**config.mk**
```make
export PLATFORM = sky130hd
export DESIGN_NAME = vid_ctrl
export DESIGN_NICKNAME = d
export VERILOG_FILES = /design/src/vid_pkg.sv /design/src/timing_cfg_if.sv /design/src/vid_ctrl.sv /design/src/line_timing.sv /design/src/pixel_fifo.sv /design/src/pixel_fetch.sv /design/src/vid_regs.sv
export SDC_FILE = /design/constraint.sdc
export NUM_CORES = 1
export LEC_CHECK = 0
export ABC_CLOCK_PERIOD_IN_PS = 10600
export BUFFER_PORTS_ARGS = -buffer_cell sky130_fd_sc_hd__buf_2
export CAP_MARGIN = 15
export CORE_MARGIN = 2
export CORE_UTILIZATION = 55
export DETAILED_ROUTE_END_ITERATION = 6
export PLACE_DENSITY = 0.76
export SLEW_MARGIN = 40
export SYNTH_ARGS = -nofsm -noshare
export SYNTH_HDL_FRONTEND = slang
export SYNTH_SLANG_ARGS = --single-unit
```
**constraint.sdc**
```tcl
create_clock -name clk -period 10.6 [get_ports clk]
set_clock_uncertainty 0.1 [all_clocks]
set_input_delay 0.53 -clock clk [delete_from_list [all_inputs] [get_ports clk]]
set_output_delay 0.53 -clock clk [all_outputs]
set_load 0.1 [all_outputs]
```
**src/vid_pkg.sv**
```systemverilog
`default_nettype none

package vid_pkg;

    typedef logic [31:0] addr_data_t;  // Bus address or data word
    typedef logic [23:0] pixel_t;      // R in [23:16], G in [15:8], B in [7:0]
    typedef logic [7:0]  colour_t;
    typedef logic [12:0] hpos_t;       // Horizontal position or length
    typedef logic [5:0]  pdiv_t;       // Pixel divider

    typedef enum logic [2:0] {
        CMD_IDLE      = 3'd0,
        CMD_WRITE     = 3'd1,  // Write data phase
        CMD_READ      = 3'd2,  // Read request
        CMD_READ_DATA = 3'd3,  // Read data phase
        CMD_WRITE_REQ = 3'd4,  // Write request with address
        CMD_RESP      = 3'd5   // Write response
    } bus_cmd_t;

    localparam addr_data_t REG_CR   = 32'h0000_0000;
    localparam addr_data_t REG_H1   = 32'h0000_0028;
    localparam addr_data_t REG_H2   = 32'h0000_0030;
    localparam addr_data_t REG_BASE = 32'h0000_0048;

    localparam int unsigned BURST_LEN      = 4;      // Beats per read
    localparam logic [1:0]  BURST_LEN_CODE = 2'd2;   // len_out code for 4 beats
    localparam addr_data_t  BURST_BYTES    = 32'd16; // Pointer step per burst

    typedef enum logic [1:0] {
        IDLE,
        RESPOND,
        WAIT_DATA
    } fetch_state_t;

endpackage

`default_nettype wire
```
**src/timing_cfg_if.sv**
```systemverilog
`default_nettype none

interface timing_cfg_if;
    import vid_pkg::*;

    logic  en;           // Controller enable
    pdiv_t pdiv;         // Clocks per pixel minus one
    hpos_t hend;         // Total pixels per line
    hpos_t hsize;        // Displayed pixels per line
    hpos_t hsync_start;
    hpos_t hsync_end;

    modport regs   (output en, pdiv, hend, hsize, hsync_start, hsync_end);
    modport timing (input  en, pdiv, hend, hsize, hsync_start, hsync_end);

endinterface

`default_nettype wire

```
**src/vid_ctrl.sv**
```systemverilog
`default_nettype none

module vid_ctrl #(
    parameter int FIFO_DEPTH = 8
) (
    input  logic                clk,
    input  logic                reset_n,
    input  vid_pkg::bus_cmd_t   cmd_in,
    input  vid_pkg::addr_data_t addr_data_in,
    output logic [1:0]          req_out,
    output vid_pkg::bus_cmd_t   cmd_out,
    output logic [1:0]          len_out,
    output vid_pkg::addr_data_t addr_data_out,
    output logic                hsync,
    output logic                hblank,
    output vid_pkg::colour_t    r,
    output vid_pkg::colour_t    g,
    output vid_pkg::colour_t    b
);
    import vid_pkg::*;

    addr_data_t                      base_address;
    logic                            wr_done;
    logic                            push;
    logic                            pop;
    logic                            empty;
    pixel_t                          pixel_in;
    pixel_t                          pixel_out;
    logic [$clog2(FIFO_DEPTH+1)-1:0] free_count;

    timing_cfg_if cfg_if ();

    vid_regs regs_i (
        .clk          (clk),
        .reset_n      (reset_n),
        .cmd_in       (cmd_in),
        .addr_data_in (addr_data_in),
        .cfg          (cfg_if.regs),
        .base_address (base_address),
        .wr_done      (wr_done)
    );

    pixel_fetch #(.FIFO_DEPTH(FIFO_DEPTH)) fetch_i (
        .clk           (clk),
        .reset_n       (reset_n),
        .cmd_in        (cmd_in),
        .addr_data_in  (addr_data_in),
        .en            (cfg_if.en),
        .base_address  (base_address),
        .wr_done       (wr_done),
        .free_count    (free_count),
        .req_out       (req_out),
        .len_out       (len_out),
        .cmd_out       (cmd_out),
        .addr_data_out (addr_data_out),
        .push          (push),
        .pixel_in      (pixel_in)
    );

    pixel_fifo #(.FIFO_DEPTH(FIFO_DEPTH)) fifo_i (
        .clk        (clk),
        .reset_n    (reset_n),
        .push       (push),
        .pixel_in   (pixel_in),
        .pop        (pop),
        .pixel_out  (pixel_out),
        .empty      (empty),
        .free_count (free_count)
    );

    line_timing timing_i (
        .clk       (clk),
        .reset_n   (reset_n),
        .cfg       (cfg_if.timing),
        .pixel_out (pixel_out),
        .empty     (empty),
        .pop       (pop),
        .hsync     (hsync),
        .hblank    (hblank),
        .r         (r),
        .g         (g),
        .b         (b)
    );

endmodule

`default_nettype wire

```
**src/line_timing.sv**
```systemverilog
`default_nettype none

module line_timing (
    input  logic              clk,
    input  logic              reset_n,
    timing_cfg_if.timing      cfg,
    input  vid_pkg::pixel_t   pixel_out,
    input  logic              empty,
    output logic              pop,
    output logic              hsync,
    output logic              hblank,
    output vid_pkg::colour_t  r,
    output vid_pkg::colour_t  g,
    output vid_pkg::colour_t  b
);
    import vid_pkg::*;

    pdiv_t div_cnt;   // Clock within the pixel period
    hpos_t hcount;    // Current pixel position
    logic  tick;      // First clock of a pixel period
    logic  last;      // Last clock of a pixel period
    logic  active;

    assign tick   = (div_cnt == '0);
    assign last   = (div_cnt == cfg.pdiv);
    assign active = (hcount < cfg.hsize);

    // Take one pixel per displayed position when one is there
    assign pop = cfg.en && tick && active && !empty;

    always_ff @(posedge clk or negedge reset_n) begin
        if (!reset_n) begin
            div_cnt <= '0;
            hcount  <= '0;
        end else if (!cfg.en) begin
            div_cnt <= '0;
            hcount  <= '0;
        end else begin
            div_cnt <= last ? pdiv_t'(0) : div_cnt + 1'b1;
            if (last) begin
                if (hcount == hpos_t'(cfg.hend - 1'b1)) begin
                    hcount <= '0; // End of line
                end else begin
                    hcount <= hcount + 1'b1;
                end
            end
        end
    end

    always_ff @(posedge clk or negedge reset_n) begin
        if (!reset_n) begin
            hsync  <= 1'b0;
            hblank <= 1'b1;
            r      <= '0;
            g      <= '0;
            b      <= '0;
        end else if (!cfg.en) begin
            hsync  <= 1'b0;
            hblank <= 1'b1;
            r      <= '0;
            g      <= '0;
            b      <= '0;
        end else if (tick) begin
            hblank <= !active;
            hsync  <= (hcount >= cfg.hsync_start) && (hcount < cfg.hsync_end);
            if (pop) begin
                r <= pixel_out[23:16];
                g <= pixel_out[15:8];
                b <= pixel_out[7:0];
            end else begin
                r <= '0; // Blanking or FIFO ran dry
                g <= '0;
                b <= '0;
            end
        end
    end

endmodule

`default_nettype wire

```
**src/pixel_fifo.sv**
```systemverilog
`default_nettype none

module pixel_fifo #(
    parameter int FIFO_DEPTH = 8
) (
    input  logic                            clk,
    input  logic                            reset_n,
    input  logic                            push,
    input  vid_pkg::pixel_t                 pixel_in,
    input  logic                            pop,
    output vid_pkg::pixel_t                 pixel_out,
    output logic                            empty,
    output logic [$clog2(FIFO_DEPTH+1)-1:0] free_count
);
    import vid_pkg::*;

    localparam int AW    = $clog2(FIFO_DEPTH);
    localparam int CNT_W = $clog2(FIFO_DEPTH + 1);

    pixel_t        mem [FIFO_DEPTH];
    logic [AW:0]   wr_ptr;  // Extra bit tells full from empty
    logic [AW:0]   rd_ptr;
    logic [AW:0]   used;
    logic          full;
    logic          wr_en;
    logic          rd_en;

    assign full  = (wr_ptr[AW] != rd_ptr[AW]) && (wr_ptr[AW-1:0] == rd_ptr[AW-1:0]);
    assign empty = (wr_ptr == rd_ptr);
    assign wr_en = push && !full;
    assign rd_en = pop && !empty;
    assign used  = wr_ptr - rd_ptr;

    assign free_count = CNT_W'(FIFO_DEPTH) - CNT_W'(used);
    assign pixel_out  = mem[rd_ptr[AW-1:0]]; // First word falls through

    always_ff @(posedge clk) begin
        if (wr_en) begin
            mem[wr_ptr[AW-1:0]] <= pixel_in;
        end
    end

    always_ff @(posedge clk or negedge reset_n) begin
        if (!reset_n) begin
            wr_ptr <= '0;
            rd_ptr <= '0;
        end else begin
            if (wr_en) begin
                wr_ptr <= wr_ptr + 1'b1;
            end
            if (rd_en) begin
                rd_ptr <= rd_ptr + 1'b1;
            end
        end
    end

endmodule

`default_nettype wire

```
**src/pixel_fetch.sv**
```systemverilog
`default_nettype none

module pixel_fetch #(
    parameter int FIFO_DEPTH = 8
) (
    input  logic                              clk,
    input  logic                              reset_n,
    input  vid_pkg::bus_cmd_t                 cmd_in,
    input  vid_pkg::addr_data_t               addr_data_in,
    input  logic                              en,
    input  vid_pkg::addr_data_t               base_address,
    input  logic                              wr_done,
    input  logic [$clog2(FIFO_DEPTH+1)-1:0]   free_count,
    output logic [1:0]                        req_out,
    output logic [1:0]                        len_out,
    output vid_pkg::bus_cmd_t                 cmd_out,
    output vid_pkg::addr_data_t               addr_data_out,
    output logic                              push,
    output vid_pkg::pixel_t                   pixel_in
);
    import vid_pkg::*;

    localparam int CNT_W  = $clog2(FIFO_DEPTH + 1);
    localparam int BEAT_W = $clog2(BURST_LEN);

    fetch_state_t      state;
    addr_data_t        fetch_ptr;
    logic [BEAT_W-1:0] beat_cnt;
    logic              en_d;
    logic              beat;
    logic              last_beat;
    logic              room;
    logic              start_burst;

    assign beat      = (state == WAIT_DATA) && (cmd_in == CMD_READ_DATA);
    assign last_beat = beat && (beat_cnt == BEAT_W'(BURST_LEN - 1));

    // A push still in flight is not yet counted by the FIFO
    assign room = (free_count - CNT_W'(push)) >= CNT_W'(BURST_LEN);

    // Keep clear of a write response due next cycle and of back-to-back bids
    assign start_burst = en && room && (cmd_in != CMD_WRITE) && (req_out == 2'd0);

    always_ff @(posedge clk) begin
        if (beat) begin
            pixel_in <= addr_data_in[23:0];
        end
    end

    always_ff @(posedge clk or negedge reset_n) begin
        if (!reset_n) begin
            state         <= IDLE;
            fetch_ptr     <= '0;
            beat_cnt      <= '0;
            en_d          <= 1'b0;
            push          <= 1'b0;
            req_out       <= 2'd0;
            len_out       <= 2'd0;
            cmd_out       <= CMD_IDLE;
            addr_data_out <= '0;
        end else begin
            en_d          <= en;
            push          <= beat; // Push one cycle after the beat
            req_out       <= 2'd0;
            len_out       <= 2'd0;
            cmd_out       <= CMD_IDLE;
            addr_data_out <= '0;
            if (en && !en_d) begin
                fetch_ptr <= base_address;
            end else if (last_beat) begin
                fetch_ptr <= fetch_ptr + BURST_BYTES;
            end
            if (beat) begin
                beat_cnt <= beat_cnt + 1'b1; // Wraps after the last beat
            end
            case (state)
                IDLE: begin
                    if (wr_done) begin
                        req_out <= 2'd3;
                        cmd_out <= CMD_RESP;
                        state   <= RESPOND;
                    end else if (start_burst) begin
                        req_out       <= 2'd3;
                        cmd_out       <= CMD_READ;
                        len_out       <= BURST_LEN_CODE;
                        addr_data_out <= fetch_ptr;
                        state         <= WAIT_DATA;
                    end
                end
                RESPOND: state <= IDLE;
                WAIT_DATA: begin
                    if (wr_done) begin // Response may overlap returning beats
                        req_out <= 2'd3;
                        cmd_out <= CMD_RESP;
                    end
                    if (last_beat) begin
                        state <= IDLE;
                    end
                end
                default: state <= IDLE;
            endcase
        end
    end

endmodule

`default_nettype wire

```
**src/vid_regs.sv**
```systemverilog
`default_nettype none

module vid_regs (
    input  logic                clk,
    input  logic                reset_n,
    input  vid_pkg::bus_cmd_t   cmd_in,
    input  vid_pkg::addr_data_t addr_data_in,
    timing_cfg_if.regs          cfg,
    output vid_pkg::addr_data_t base_address,
    output logic                wr_done
);
    import vid_pkg::*;

    localparam int CR_EN_BIT = 3;

    addr_data_t wr_offset;  // Offset from the request phase
    logic       wr_pending; // Request seen, data phase expected next
    logic       wr_data;

    assign wr_data = wr_pending && (cmd_in == CMD_WRITE);

    always_ff @(posedge clk) begin
        if (cmd_in == CMD_WRITE_REQ) begin
            wr_offset <= addr_data_in;
        end
    end

    always_ff @(posedge clk or negedge reset_n) begin
        if (!reset_n) begin
            wr_pending      <= 1'b0;
            wr_done         <= 1'b0;
            cfg.en          <= 1'b0;
            cfg.pdiv        <= '0;
            cfg.hend        <= '0;
            cfg.hsize       <= '0;
            cfg.hsync_start <= '0;
            cfg.hsync_end   <= '0;
            base_address    <= '0;
        end else begin
            wr_pending <= (cmd_in == CMD_WRITE_REQ);
            wr_done    <= wr_data; // Unknown offsets still get a response
            if (wr_data) begin
                case (wr_offset)
                    REG_CR: begin
                        cfg.en   <= addr_data_in[CR_EN_BIT];
                        cfg.pdiv <= addr_data_in[9:4];
                    end
                    REG_H1: begin
                        cfg.hend  <= addr_data_in[12:0];
                        cfg.hsize <= addr_data_in[25:13];
                    end
                    REG_H2: begin
                        cfg.hsync_end   <= addr_data_in[12:0];
                        cfg.hsync_start <= addr_data_in[25:13];
                    end
                    REG_BASE: base_address <= addr_data_in;
                    default: ;
                endcase
            end
        end
    end

endmodule

`default_nettype wire

```
==> qor.txt <==
Status -> complete, no violations
Root Buffer -> clkbuf_16
Nets@finish -> 1508
Slew Limit Headroom -> 0.442
Synth Warn # -> 0
Worst vdd ir -> 0.000155 V
# DRC -> 0
WL final -> 40400 µm
Post-route insts no fill -> 1916
Vias in the first global route -> 11181
Flop2flop setup slack -> 7020 ps
CTS sink cnt -> 467
Sequential element share of the synthesized area -> 0.674
Initial Util -> 0.557
Global-route wire length before repair -> 63900 µm
Syn nets -> 1390
IO Count -> 102
Worst min path class -> input pin to flip-flop
Fmax -> 279 MHz
Half-perimeter wire length after placement -> 26500 µm
Worst setup SP type -> flip-flop
Kind of critical path -> flip-flop to flip-flop
R2R depth -> 8
Synth Area per Inst -> 14.7 µm²
GRT Total Usage -> 0.231
Ys async rst share -> 0.469
CP Data Required Time -> 10700 ps
Tightest Pin Transition -> 836 ps
Reg-to-Reg End -> fifo_i.mem[0][13]$_DFFE_PP_
Pin count of the biggest net entering global routing -> 82
Pwr Total -> 4.02 mW
R2r startpoint -> fifo_i.rd_ptr[2]$_DFFE_PN0P_
Post-Route Setup TNS -> 0 ps
Antenna violations before repair -> 1
Synth-to-layout area growth -> 13.8%
Post-route ant nets -> 0
Primary FF master, synth -> edfxtp_1
Die Span Y -> 191 µm
Core box area -> 34500 µm²
Synth Cell Area -> 19200 µm²
Bufs on Longest Clock Path -> 3
H-tree depth -> 2
Post-synth EDFFs -> 248
Number of diodes -> 0
Hold EP -> regs_i.wr_offset[31]$_DFFE_PP_
Max_cap viols -> 0
Arrival time at the worst endpoint -> 3690 ps
Clock transition at path regs -> 60 ps
Drt wl/cell -> 21.1 µm
Pwr/cell area -> 184 nW/µm²
Hold-critical path depth -> 1
Period utilization -> 0.338
Initial DRC count -> 819
Critical Path End Type -> flip-flop
Drt pass-1 iters -> 5
Vias per inst -> 5.71
CTS tree -> done
Cells after Synth -> 1304
Synthesized flop and latch total -> 467
Die width -> 191 µm
CTS buffer count -> 47
Total grt overflow -> 0
Die Area -> 36400 µm²
Cell leakage power -> 9.15 nW
HP Start -> addr_data_in[31]
RSZ-0062 raised after global routing -> no
Tmin final -> 3580 ps
Final Max Tran Viols -> 0
Row count -> 68
PortBufs -> 100
DP Cell Count -> 1826
Final Hold Viols -> 0
Post-synth cell types -> 65
Worst Path Max Fanout -> 26
Final setup fails -> 0
Layout cells sized above 1 -> 0.229
Final Wtd Congestion -> 0.865
Clk_lat worst skew -> 550 ps
Via count -> 10947
Yosys cell counts (3+ instances only):
master,number,area share
nor4_1,14,0.0046
nand4_1,13,0.0042
o211ai_1,5,0.0020
nand3_1,30,0.0078
clkbuf_1,40,0.0078
xor2_1,23,0.010
nand2_1,106,0.021
xnor2_1,48,0.022
nor2b_1,8,0.0026
nor3b_1,3,0.0012
mux2_2,73,0.043
nor4b_1,3,0.0014
mux2i_1,25,0.013
mux4_2,48,0.056
and3_1,13,0.0042
a21boi_0,3,0.0012
edfxtp_1,248,0.39
inv_1,57,0.011
nand2b_1,5,0.0016
a21oi_1,11,0.0029
and2_1,34,0.011
a211oi_1,3,0.0012
nor3_1,10,0.0026
ha_1,49,0.032
dfrtp_1,218,0.28
buf_1,8,0.0016
buf_4,4,0.0016
a21o_1,14,0.0055
o21ai_0,90,0.023
nor2_1,54,0.011
registers in the layout, summed over array words and instances (netlist names), 24 cells and up:
register               flops
fifo_i.mem               192
regs_i.base_address       32
fetch_i.pixel_in          24
fetch_i.addr_data_out     32
regs_i.wr_offset          32
fetch_i.fetch_ptr         32
where the power goes:
part           internal [mW]  switching (mW)  total (mW)
Sequential              2.00          0.0893        2.09
Clock                  0.969           0.670        1.64
Combinational          0.115           0.169       0.284
cell usage in the layout (no fill, tap or decap), types with 3 or more instances in the layout:
cell type  count
nand2_1      106
buf_4         18
clkbuf_16     48
o21ai_0       90
mux2_2        73
a21boi_0       3
clkbuf_1      13
nor2_1        48
dfrtp_1      216
a21o_1        14
a211oi_1       3
nand2b_1       5
and3_1        13
nor3_1         8
o211ai_1       5
nor2b_1        7
mux4_2        48
clkinv_1      10
inv_1         57
nor2_2         5
ha_1          49
clkinv_2       6
nand3_1       30
nand4_1       13
xnor2_1       48
mux2i_1       25
edfxtp_1     248
a21oi_1       11
nor4_1        13
and2_1        34
xor2_1        23
bufinv_16      5
buf_2         99
per-layer routing:
layer | global-route usage | vias to the layer above | share of wire | routed length (µm)
met5 | 0 | - | 0.00032 | 13
met4 | 0.0722 | 2 | 0.028 | 1140
met3 | 0.0370 | 79 | 0.054 | 2170
met2 | 0.377 | 301 | 0.49 | 19700
met1 | 0.323 | 5563 | 0.43 | 17300
li1 | - | 5002 | - | -
cell type report:
type	instances	area, µm²
Sequential cell	467	12900
Fill cell	2484	12600
Multi-Input combinational cell	726	5890
Clock buffer	63	1280
Timing Repair Buffer	122	693
Tap cell	455	569
Clock inverter	25	258
Inverter	58	218
worst max-delay path: stages, from the launching register on:
cell	delay, ps
dfrtp_1	390
inv_2	610
ha_1	410
nand3_1	100
nor2_1	50
nor2_1	330
nand2_1	270
nor3_2	530
buf_4	420
how the worst max path moves through the flow:
stage	start	end	slack [ps]
2_1_floorplan	fifo_i.rd_ptr[2]$_DFFE_PN0P_	fifo_i.mem[1][0]$_DFFE_PP_	6530
6_report	fifo_i.rd_ptr[2]$_DFFE_PN0P_	fifo_i.mem[0][13]$_DFFE_PP_	7020
3_3_place_gp	fifo_i.rd_ptr[2]$_DFFE_PN0P_	fifo_i.mem[0][7]$_DFFE_PP_	7230
3_5_place_dp	fifo_i.rd_ptr[2]$_DFFE_PN0P_	fifo_i.mem[0][2]$_DFFE_PP_	7030
5_1_grt	fifo_i.rd_ptr[2]$_DFFE_PN0P_	fifo_i.mem[0][3]$_DFFE_PP_	6810
4_1_cts	fifo_i.rd_ptr[2]$_DFFE_PN0P_	fifo_i.mem[0][13]$_DFFE_PP_	7020
metrics by stage:
step | area [µm²] | util | setup WS [ps] | hold slack, ps
floorplan | 19200 | - | 6530 | 134
global placement | 20300 | 0.588 | 7230 | 357
detailed placement | 20300 | 0.588 | 7030 | 363
CTS | 21800 | 0.633 | 7020 | 59.3
global route | 21800 | 0.634 | 6810 | 66.6
finish | 21800 | 0.634 | 7020 | 78.1
cell families after synthesis:
group,after synthesis,synth area share
DFF,467,0.674
AOI/OAI and AO/OA,148,0.0463
adders and majority gates,49,0.0319
buffers and inverters,111,0.0226
muxes,146,0.112
other,1,0.000195
xor gates and xnor gates,71,0.0324
and+or+nand+nor,311,0.0809
timing repair:
action,4_1_cts,5_1_grt
resized for setup,0,0
endpoints found under the hold margin,67,0
hold buffers,1,0
buffers inserted,0,0
(Power assumes the default switching activity.)
